**src/common/fp96Pkg.sv**
```systemverilog
// shared definitions for the 96-bit float compare peripheral
//   float format constants and field typedefs
//   FP96 float struct, decomposed parts and class flags
//   compare result struct
//   APB data type and register map offsets

package fp96Pkg;

	// ====================
	// float format
	// ====================
	localparam int EMSB = 14;	// top exponent bit
	localparam int FMSB = 79;	// top significand bit

	typedef logic [EMSB:0]   fpExp;		// biased exponent
	typedef logic [FMSB:0]   fpSig;		// stored significand
	typedef logic [FMSB+1:0] fpFract;	// significand with hidden bit

	// 1 + 15 + 80 = 96 bits
	typedef struct packed {
		logic sign;
		fpExp exp;
		fpSig sig;
	} FP96;

	// decomposed operand, 97 bits
	typedef struct packed {
		logic   sgn;
		fpExp   exp;
		fpFract fract;	// hidden bit restored
	} fpParts;

	// class flags, read back in bits 8..0
	typedef struct packed {
		logic sgn;	// sign
		logic xz;	// exponent all zero
		logic mz;	// mantissa all zero
		logic vz;	// value zero
		logic inf;	// infinity
		logic xinf;	// exponent all ones
		logic qnan;	// quiet nan
		logic snan;	// signalling nan
		logic nan;	// any nan
	} fpClass;

	// compare result, read back in bits 3..0
	typedef struct packed {
		logic lt;
		logic eq;
		logic gt;
		logic unord;
	} fpCmp;

	// ====================
	// APB register map
	// ====================
	typedef logic [31:0] apbData;
	typedef logic [7:0]  regOff;	// byte offset of a register

	localparam regOff AddrA0   = 8'h00;	// operand A bits 31..0
	localparam regOff AddrA1   = 8'h04;
	localparam regOff AddrA2   = 8'h08;	// operand A bits 95..64
	localparam regOff AddrB0   = 8'h0C;
	localparam regOff AddrB1   = 8'h10;
	localparam regOff AddrB2   = 8'h14;
	localparam regOff AddrCtrl = 8'h18;	// bit 0 start
	localparam regOff AddrStat = 8'h1C;	// bit 0 done, bit 1 busy
	localparam regOff AddrClsA = 8'h20;
	localparam regOff AddrClsB = 8'h24;
	localparam regOff AddrCmp  = 8'h28;

endpackage

```
**src/fpu/fpDecomp96Reg.sv**
```systemverilog
// registered decomposer for one 96-bit float operand
//   splits sign, exponent and significand
//   restores the hidden bit
//   flags zero, infinity and nan classes
//   all outputs load under clock enable

`timescale 1ns/1ps

module fpDecomp96Reg
	import fp96Pkg::*;
(
	input  logic   clk,
	input  logic   ce,	// load enable, one pulse per operation
	input  FP96    i,
	output FP96    o,	// operand passed through
	output fpParts parts,
	output fpClass cls
);

	fpParts partsD;
	fpClass clsD;
	logic   expOnes;
	logic   expZero;
	logic   manZero;

	// ====================
	// field decode
	// ====================
	assign expOnes = &i.exp;
	assign expZero = ~|i.exp;	// denormal or zero
	assign manZero = ~|i.sig;

	always_comb begin
		partsD.sgn   = i.sign;
		partsD.exp   = i.exp;
		partsD.fract = {~expZero, i.sig};	// hidden bit set for normals only

		clsD.sgn  = i.sign;
		clsD.xz   = expZero;
		clsD.mz   = manZero;
		clsD.vz   = expZero & manZero;	// +0 or -0
		clsD.inf  = expOnes & manZero;
		clsD.xinf = expOnes;
		// top significand bit picks quiet vs signalling
		clsD.qnan = expOnes & i.sig[FMSB];
		clsD.snan = expOnes & ~i.sig[FMSB] & ~manZero;
		clsD.nan  = expOnes & ~manZero;
	end

	// ====================
	// output registers
	// ====================
	// held while ce is low so the class readback stays stable
	always_ff @(posedge clk) begin
		if (ce) begin
			o     <= i;
			parts <= partsD;
			cls   <= clsD;
		end
	end

	// a loaded value never shows both nan kinds
	assert property (@(posedge clk) ce |=> !(cls.qnan && cls.snan))
		else $error("decomposer flagged quiet and signalling nan together");

	// infinity and nan are exclusive on the registered flags
	assert property (@(posedge clk) ce |=> (!cls.inf || !cls.nan))
		else $error("decomposer flagged infinity as nan");

endmodule

```
**src/fpu/fpCompare96.sv**
```systemverilog
// registered comparator for two decomposed 96-bit floats
//   go is delayed one cycle to meet the decomposer outputs
//   unordered on any nan
//   +0 and -0 compare equal
//   sign then magnitude ordering, reversed for two negatives
//   one-cycle done pulse with the result

`timescale 1ns/1ps

module fpCompare96
	import fp96Pkg::*;
(
	input  logic   clk,
	input  logic   rstN,
	input  logic   go,	// same pulse that loads the decomposers
	input  fpParts pa,
	input  fpParts pb,
	input  fpClass ca,
	input  fpClass cb,
	output fpCmp   cmp,
	output logic   done	// result valid pulse
);

	logic goD;		// decomposer outputs valid in this cycle
	logic unord;
	logic bothZero;
	logic same;
	logic magLt;	// |a| < |b|
	logic magGt;	// |a| > |b|
	fpCmp cmpD;

	// ====================
	// compare logic
	// ====================
	assign unord    = ca.nan | cb.nan;
	assign bothZero = ca.vz & cb.vz;	// sign ignored
	assign same     = (pa == pb);

	// exponent over fraction gives the magnitude order directly
	assign magLt = {pa.exp, pa.fract} < {pb.exp, pb.fract};
	assign magGt = {pa.exp, pa.fract} > {pb.exp, pb.fract};

	always_comb begin
		cmpD = '0;
		if (unord) begin
			cmpD.unord = 1'b1;
		end else if (bothZero || same) begin
			cmpD.eq = 1'b1;
		end else if (pa.sgn != pb.sgn) begin
			// differing signs, negative side is smaller
			cmpD.lt = pa.sgn;
			cmpD.gt = pb.sgn;
		end else if (pa.sgn) begin
			cmpD.lt = magGt;	// both negative, order flips
			cmpD.gt = magLt;
		end else begin
			cmpD.lt = magLt;
			cmpD.gt = magGt;
		end
	end

	// ====================
	// pipeline registers
	// ====================
	always_ff @(posedge clk or negedge rstN) begin
		if (!rstN) begin
			goD  <= 1'b0;
			cmp  <= '0;
			done <= 1'b0;
		end else begin
			goD  <= go;
			done <= goD;
			if (goD) begin
				cmp <= cmpD;	// held until the next operation
			end
		end
	end

	// each completed compare reports exactly one outcome
	assert property (@(posedge clk) disable iff (!rstN)
		$rose(done) |-> $onehot({cmp.lt, cmp.eq, cmp.gt, cmp.unord}))
		else $error("compare result not one-hot at done");

endmodule

```
**src/design/fpCmpRegs.sv**
```systemverilog
// APB slave register file for the float compare peripheral
//   six operand words, write-only start control
//   busy and done status tracking
//   readback mux, class and cmp masked until first done
//   pslverr on unmapped address or read-only write
//   zero wait states

`timescale 1ns/1ps

module fpCmpRegs
	import fp96Pkg::*;
#(
	parameter int AddrW = 8
) (
	input  logic             clk,
	input  logic             rstN,
	// APB slave
	input  logic [AddrW-1:0] paddr,
	input  logic             psel,
	input  logic             penable,
	input  logic             pwrite,
	input  apbData           pwdata,
	output apbData           prdata,
	output logic             pready,
	output logic             pslverr,
	// pipeline side
	output FP96              opA,
	output FP96              opB,
	output logic             start,	// one-cycle load pulse
	input  logic             done,
	input  fpCmp             cmp,
	input  fpClass           clsA,
	input  fpClass           clsB
);

	logic   access;		// APB access phase completes this edge
	logic   wrEn;
	logic   busyReg;
	logic   doneReg;
	logic   busyEff;	// busy with this cycle's done folded in
	logic   doneEff;
	logic   resValid;	// a result has completed since reset
	logic   startReq;
	logic   mapped;
	logic   roReg;		// register rejects writes
	apbData rdData;

	assign access = psel & penable;
	assign wrEn   = access & pwrite;
	assign pready = 1'b1;

	// done lands one edge before the status flops pick it up
	assign busyEff = busyReg & ~done;
	assign doneEff = doneReg | done;

	assign startReq = wrEn && (paddr == AddrW'(AddrCtrl)) && pwdata[0];

	// ====================
	// address decode
	// ====================
	always_comb begin
		rdData = '0;
		mapped = 1'b1;
		roReg  = 1'b0;
		case (paddr)
			AddrW'(AddrA0):   rdData = opA[31:0];
			AddrW'(AddrA1):   rdData = opA[63:32];
			AddrW'(AddrA2):   rdData = opA[95:64];
			AddrW'(AddrB0):   rdData = opB[31:0];
			AddrW'(AddrB1):   rdData = opB[63:32];
			AddrW'(AddrB2):   rdData = opB[95:64];
			AddrW'(AddrCtrl): rdData = '0;	// start bit self-clears
			AddrW'(AddrStat): begin
				rdData = {30'b0, busyEff, doneEff};
				roReg  = 1'b1;
			end
			AddrW'(AddrClsA): begin
				rdData = resValid ? apbData'(clsA) : '0;
				roReg  = 1'b1;
			end
			AddrW'(AddrClsB): begin
				rdData = resValid ? apbData'(clsB) : '0;
				roReg  = 1'b1;
			end
			AddrW'(AddrCmp): begin
				rdData = resValid ? apbData'(cmp) : '0;
				roReg  = 1'b1;
			end
			default: mapped = 1'b0;
		endcase
	end

	// response only shows in the access phase
	assign prdata  = (access && !pwrite) ? rdData : '0;
	assign pslverr = access & (~mapped | (pwrite & roReg));

	// ====================
	// operand registers
	// ====================
	always_ff @(posedge clk or negedge rstN) begin
		if (!rstN) begin
			opA <= '0;
			opB <= '0;
		end else if (wrEn) begin
			case (paddr)
				AddrW'(AddrA0): opA[31:0]  <= pwdata;
				AddrW'(AddrA1): opA[63:32] <= pwdata;
				AddrW'(AddrA2): opA[95:64] <= pwdata;
				AddrW'(AddrB0): opB[31:0]  <= pwdata;
				AddrW'(AddrB1): opB[63:32] <= pwdata;
				AddrW'(AddrB2): opB[95:64] <= pwdata;
				default: ;	// other registers not stored here
			endcase
		end
	end

	// ====================
	// start and status
	// ====================
	always_ff @(posedge clk or negedge rstN) begin
		if (!rstN) begin
			start    <= 1'b0;
			busyReg  <= 1'b0;
			doneReg  <= 1'b0;
			resValid <= 1'b0;
		end else begin
			start <= startReq & ~busyEff;	// start while busy is dropped
			if (startReq && !busyEff) begin
				busyReg <= 1'b1;
				doneReg <= 1'b0;
			end else if (done) begin
				busyReg <= 1'b0;
				doneReg <= 1'b1;
			end
			if (done) begin
				resValid <= 1'b1;	// sticky
			end
		end
	end

	assert property (@(posedge clk) disable iff (!rstN) pslverr |-> (psel && penable))
		else $error("pslverr outside the access phase");

	// fixed two-cycle pipeline after the load pulse
	assert property (@(posedge clk) disable iff (!rstN) start |-> ##2 done)
		else $error("pipeline did not complete two cycles after start");

endmodule

```
**src/design/fpCmpApb.sv**
```systemverilog
// top level of the APB float compare peripheral
//   register file, two registered decomposers, comparator
//   stage one decomposes both operands on the start pulse
//   stage two registers the compare result and done

`timescale 1ns/1ps

module fpCmpApb
	import fp96Pkg::*;
#(
	parameter int AddrW = 8
) (
	input  logic             clk,
	input  logic             rstN,
	input  logic [AddrW-1:0] paddr,
	input  logic             psel,
	input  logic             penable,
	input  logic             pwrite,
	input  apbData           pwdata,
	output apbData           prdata,
	output logic             pready,
	output logic             pslverr
);

	FP96    opA;
	FP96    opB;
	logic   start;
	logic   done;
	fpParts partsA;
	fpParts partsB;
	fpClass clsA;
	fpClass clsB;
	fpCmp   cmp;

	fpCmpRegs #(
		.AddrW(AddrW)
	) regs (
		.clk    (clk),
		.rstN   (rstN),
		.paddr  (paddr),
		.psel   (psel),
		.penable(penable),
		.pwrite (pwrite),
		.pwdata (pwdata),
		.prdata (prdata),
		.pready (pready),
		.pslverr(pslverr),
		.opA    (opA),
		.opB    (opB),
		.start  (start),
		.done   (done),
		.cmp    (cmp),
		.clsA   (clsA),
		.clsB   (clsB)
	);

	// ====================
	// stage one
	// ====================
	fpDecomp96Reg decA (
		.clk  (clk),
		.ce   (start),
		.i    (opA),
		.o    (),	// pass-through unused here
		.parts(partsA),
		.cls  (clsA)
	);

	fpDecomp96Reg decB (
		.clk  (clk),
		.ce   (start),
		.i    (opB),
		.o    (),
		.parts(partsB),
		.cls  (clsB)
	);

	// stage two
	fpCompare96 cmpU (
		.clk (clk),
		.rstN(rstN),
		.go  (start),
		.pa  (partsA),
		.pb  (partsB),
		.ca  (clsA),
		.cb  (clsB),
		.cmp (cmp),
		.done(done)
	);

endmodule

```
**config.mk**
```make
export PLATFORM = sky130hd
export DESIGN_NAME = fpCmpApb
export DESIGN_NICKNAME = d
export VERILOG_FILES = /design/src/common/fp96Pkg.sv /design/src/fpu/fpDecomp96Reg.sv /design/src/fpu/fpCompare96.sv /design/src/design/fpCmpRegs.sv /design/src/design/fpCmpApb.sv
export SDC_FILE = /design/constraint.sdc
export NUM_CORES = 1
export LEC_CHECK = 0
export BUFFER_PORTS_ARGS = -buffer_cell sky130_fd_sc_hd__clkbuf_2
export CORE_MARGIN = 2
export CORE_UTILIZATION = 45
export DETAILED_ROUTE_END_ITERATION = 10
export GPL_TIMING_DRIVEN = 1
export PLACE_DENSITY = 0.64
export SKIP_LAST_GASP = 1
export SLEW_MARGIN = 20
export SYNTH_ARGS = -nofsm -noshare
export SYNTH_HDL_FRONTEND = slang
export SYNTH_HIERARCHICAL = 1
export SYNTH_SLANG_ARGS = --single-unit
```
**constraint.sdc**
```tcl
create_clock -name clk -period 16.7 [get_ports clk]
set_clock_uncertainty 0.15 [all_clocks]
set_input_delay 5.01 -clock clk [delete_from_list [all_inputs] [get_ports clk]]
set_output_delay 5.01 -clock clk [all_outputs]
set_load 0.01 [all_outputs]
```
## Word level (Yosys, flattened, before mapping)

Index checks and enable logic that the tools add are counted.

| word-level totals | value |
|---|---|
| flip-flop bits (word level) | 412 |
| bits of input ports | 45 |
| output and inout bits | 34 |
| word-level logic and storage cells | 130 |

| cells by class | value |
|---|---|
| $lt $le $gt $ge | 2 |
| equal/unequal tests | 12 |
| mux-type cells | 20 |
| bitwise operators | 27 |
| reductions and logical operators | 27 |

Operators with widths:

| cell | number |
|---|---|
| one-hot mux 32 bit (10 select lines) | 1 |
| OR reduction 80 bit | 2 |
| equality test 97 bit | 1 |
| > comparator 96 bit | 1 |
| < comparator 96 bit | 1 |
| equality test 8 x 5 -> 1 bit (second input constant) | 4 |
| 2-to-1 mux 32 bit | 1 |
| AND reduction 15 bit | 2 |
| OR reduction 15 bit | 2 |
| equality test 8 x 6 -> 1 bit (second input constant) | 3 |
| AND 1 bit | 19 |
| 2-to-1 mux 9 bit | 2 |
| equality test 8 x 4 -> 1 bit (second input constant) | 2 |
| 2-to-1 mux 1 bit | 14 |
| AND reduction 2 bit | 6 |
| OR reduction 11 bit | 1 |
| equality test 8 x 3 -> 1 bit (second input constant) | 1 |
| zero test 8 bit | 1 |
| zero test 1 bit | 6 |
| inverter 1 bit | 5 |
| logical AND 1 bit | 4 |
| 2-to-1 mux 4 bit | 1 |
| OR reduction 4 bit | 1 |
| 2-to-1 mux 3 bit | 1 |
| other kinds (4) | 6 |

## Logic depth before layout (Yosys ltp)

| logic depth | value |
|---|---|
| word-level depth | 6 |
| gate-level depth with buffers | 11 |
| gate-level depth less buffers | 10 |

## Cells and area by module

The synthesis kept the hierarchy.

Modules (own cells, without submodules):

| module | instances | cells an instance | area each (um^2) |
|---|---|---|---|
| fpCmpRegs | 1 | 690 | 9516.6 |
| fpDecomp96Reg | 2 | 248 | 4179.0 |
| fpCompare96 | 1 | 376 | 2760.1 |

## Least setup slack after synthesis

OpenSTA, ideal clock, no wires.

| timing path | value |
|---|---|
| path type | input to output |
| start point | input paddr[6] |
| end point | output prdata[12] |
| arrival time | 6.504 ns |
| setup slack | 5.036 ns |
| stages on the path | 6 |
| path through | clkbuf_1 -> or3_1 -> a221oi_1 -> nand3_1 -> clkbuf_1 -> o22ai_1 |

| on the way | value |
|---|---|
| word-level cells in the longest chain between the ends | 3 |

RTL lines:

| item | line | text |
|---|---|---|
| start, declared | fpCmpApb.sv:15 | `input logic [AddrW-1:0] paddr,` |
| equality test 8 x 6 -> 1 bit (tied with other cells) | fpCmpRegs.sv:65 | `case (paddr)` |
| one-hot mux 32 bit (10 select lines) (*) | fpCmpRegs.sv:65 |  |
| 2-to-1 mux 32 bit (*) | fpCmpRegs.sv:94 | `assign prdata = (access && !pwrite) ? rdData : '0;` |
| end, declared | fpCmpApb.sv:20 | `output apbData prdata,` |

Every way passes the cells marked *; elsewhere a longest branch is shown, timed or not.

## Final worst setup path

| timing path | value |
|---|---|
| start point | input paddr[2] |
| end point | output prdata[31] |

The elaborated chain is that of the path after synthesis.

==> run_results.csv <==
group,metric,value,unit
outcome,outcome,"complete, no violations",
floorplanning,floorplan.die.width,218,um
yosys,synth.cell_area,0.0206,mm2
sta,setup_viol_count_final,0,
cells_and_area,post_route_cells_drive_above_1_share,27.1,%
power_and_ir_drop,power.share.sequential,50.7,%
setup_path,worst-setup-path-type,"in2out",
placed_design,dpl_cell_area,0.0201,mm2
cells_and_area,fillerInstances,4054,
power_and_ir_drop,clock_power_share,45.3,%
sta,rsz0062_at_grt,"no",
clock_network,cts_root_buffer,"clkbuf_16",
floorplanning,floorplan.rows,78,
grt,grt_max_degree,89,
power_and_ir_drop,power_density,98.8,mW/mm2
sta,timing_hold_violations_final,0,
placed_design,dp.final_hpwl,37700,um
detailed_routing,drt_pre_antenna_iters,6,
power_and_ir_drop,pwr-share-comb,3.9,%
setup_path,worst_path_max_delay_cell,"nand2_1",
clock_network,post_cts_resize_count,0,
floorplanning,floorplan.io_pins,79,
setup_path,worstPathArrival,8.00,ns
sta,fmaxAchievable,0.0760,GHz
power_and_ir_drop,finalPower,2.13,mW
clock_network,cts_num_sinks,412,
setup_path,crit_path_start_kind,"input port",
floorplanning,placeableCoreArea,0.0453,mm2
clock_network,cts_max_level,2,
detailed_routing,num_vias,12300,
sta,slew_viol_final,0,
yosys,mapped_cells,1560,
clock_network,clk_pin_slew,0.06,ns
power_and_ir_drop,net-switching-power,458,uW
worst_hold_path,hold_path_depth,0,
clock_network,cts-root-to-sink-buffers,3,
sta,relSlewSlack,19.5,%
placed_design,placement.io_buffers,77,
setup_path,cpPeakStageDelay,0.71,ns
grt,grt_remaining_overflow,0,
clock_network,postCtsSetupRepairBufs,0,
floorplanning,die_area,0.0476,mm2
detailed_routing,number_of_drc_violations_after_detailed_routing,0,
cells_and_area,final_net_count,1589,
detailed_routing,wl_per_cell,26.0,um
sta,fin_setup_tns,0,ns
flow_run,drv_cap,0,
grt,first_global_vias,12300,
floorplanning,die-height,218,um
yosys,syn_nets,1701,
power_and_ir_drop,cellLeakagePower,9.33,nW
worst_hold_path,hold_class,"reg2reg",
power_and_ir_drop,ir_worst_vdd,0.0556,mV
setup_path,reg2regPathDepth,8,
clock_network,tritoncts.num_buffers,43,
sta,tightest_slew,1.20,ns
clock_network,postCtsHoldBufs,0,
power_and_ir_drop,power_switching_share,21.5,%
detailed_routing,detail_route.vias_per_cell,5.92,
cells_and_area,final_util,47.7,%
detailed_routing,first_iter_violations,1139,
yosys,syn-mean-instance-area,13.2,um2
grt,grt_pass1_wl,81600,um
floorplanning,floorplan.initialDensity,45.5,%
detailed_routing,finalWirelength,54200,um
power_and_ir_drop,internal_power,1.68,mW
yosys,ys_warn_count,6,
grt,antenna_found_initial,5,
cells_and_area,post-route-cell-area,0.0216,mm2
sta,finalCritPeriodShare,78.8,%
setup_path,worst_ep_required_time,11.54,ns
setup_path,timing.critical_path.cells,"buf_2 -> buf_4 -> nor2b_1 -> a221oi_1 -> nand2_1 -> a31oi_1 -> clkbuf_2",
setup_path,critical_path_peak_fanout,48,
clock_network,tritoncts,"built",
setup_path,endpoint_kind,"primary output",
cells_and_area,areaGrowthSynthToFinish,4.73,%
sta,finalWorstPathRequiredPeriod,13.16,ns
grt,grt_util_all_layers,23.2,%
clock_network,worst_skew_late_latency,0.54,ns
placed_design,place_congestion,0.937,
detailed_routing,final_antenna_net_count,0,
layout by cell type, fill, tap and decap left out, types with 6 or more instances in the layout:
| cell | count |
|---|---|
| a21o_1 | 9 |
| a21oi_1 | 46 |
| a222oi_1 | 6 |
| a22o_1 | 27 |
| a22oi_1 | 17 |
| a31oi_1 | 11 |
| a32oi_1 | 6 |
| buf_4 | 16 |
| clkbuf_1 | 13 |
| clkbuf_16 | 45 |
| clkbuf_2 | 75 |
| clkbuf_8 | 9 |
| dfrtp_1 | 201 |
| edfxtp_1 | 210 |
| ha_1 | 96 |
| inv_1 | 108 |
| mux2_1 | 15 |
| mux2_2 | 167 |
| mux2_4 | 30 |
| mux2i_1 | 12 |
| mux4_2 | 13 |
| nand2_1 | 49 |
| nand3_1 | 24 |
| nand4_1 | 41 |
| nor2_1 | 24 |
| nor2b_1 | 9 |
| nor3_1 | 10 |
| nor4_1 | 49 |
| nor4_2 | 7 |
| o21ai_0 | 14 |
| o22ai_1 | 14 |
routing by layer:
layer | vias to the layer above | global-route usage (%) | wire length [um]
li1 | 5400 | - | -
met1 | 6308 | 32.0 | 22800
met2 | 521 | 36.6 | 25100
met3 | 107 | 4.64 | 4390
met4 | 6 | 7.85 | 1840
met5 | - | 0 | 41
power by group through the flow:
stage / clock network [mW] / logic (mW) / registers, mW
2_1_floorplan: 0 / 0.0416 / 1.10
3_3_place_gp: 0 / 0.0820 / 1.10
3_5_place_dp: 0 / 0.0833 / 1.10
4_1_cts: 0.978 / 0.0837 / 1.08
5_1_grt: 1.02 / 0.0902 / 1.08
6_report: 0.967 / 0.0841 / 1.08
state kept, by name, indices dropped and copies added, names as in the netlist:
name / flops
regs/resValid: 1
decA/o: 79
regs/start: 1
cmpU/done: 1
decA/parts: 17
regs/doneReg: 1
regs/opA: 96
decB/o: 79
cmpU/cmp: 4
decB/parts: 17
cmpU/goD: 1
decB/cls: 9
regs/busyReg: 1
regs/opB: 96
decA/cls: 9
path summary, 6_finish.rpt:
check	startpoint	to	slack (ns)
min in group asynchronous	rstN	regs/opB[70]	4.40
worst max-delay path	paddr[2]	prdata[31]	3.54
max in group asynchronous	rstN	regs/start	10.49
worst min-delay path	cmpU/goD	cmpU/done	0.34
worst max register to register	decA/o[14]	cmpU/cmp[1]	13.43
worst min register to register	cmpU/goD	cmpU/done	0.34
metrics by stage:
step / instances / setup WS (ns) / hold WS (ns)
floorplan: 1560 / 5.04 / 0.283
global placement: 2002 / 3.67 / 0.315
detailed placement: 2002 / 3.60 / 0.326
CTS: 2081 / 3.59 / 0.337
global route: 2083 / 3.39 / 0.355
finish: 2084 / 3.54 / 0.344
critical path: cells and delay by family:
kind	cells	cell delay, ns
buffers and inverters	3	0.94
AO/OA/AOI/OAI	2	1.06
AND/OR/NAND/NOR	2	0.93
area by class of cell:
class                      instances  area, um2  share of cell area, %
antenna                            2       5.00                 0.0232
tap                              600        751                   3.48
sequential                       412      11400                   52.6
inverter                         108        405                   1.88
clock inverter                    13        141                  0.655
clock buffer                      66       1280                   5.95
multi-input combinational        789       7100                   32.9
timing repair buffer              94        542                   2.51
No activity file was read; power rests on OpenSTA's default activity.
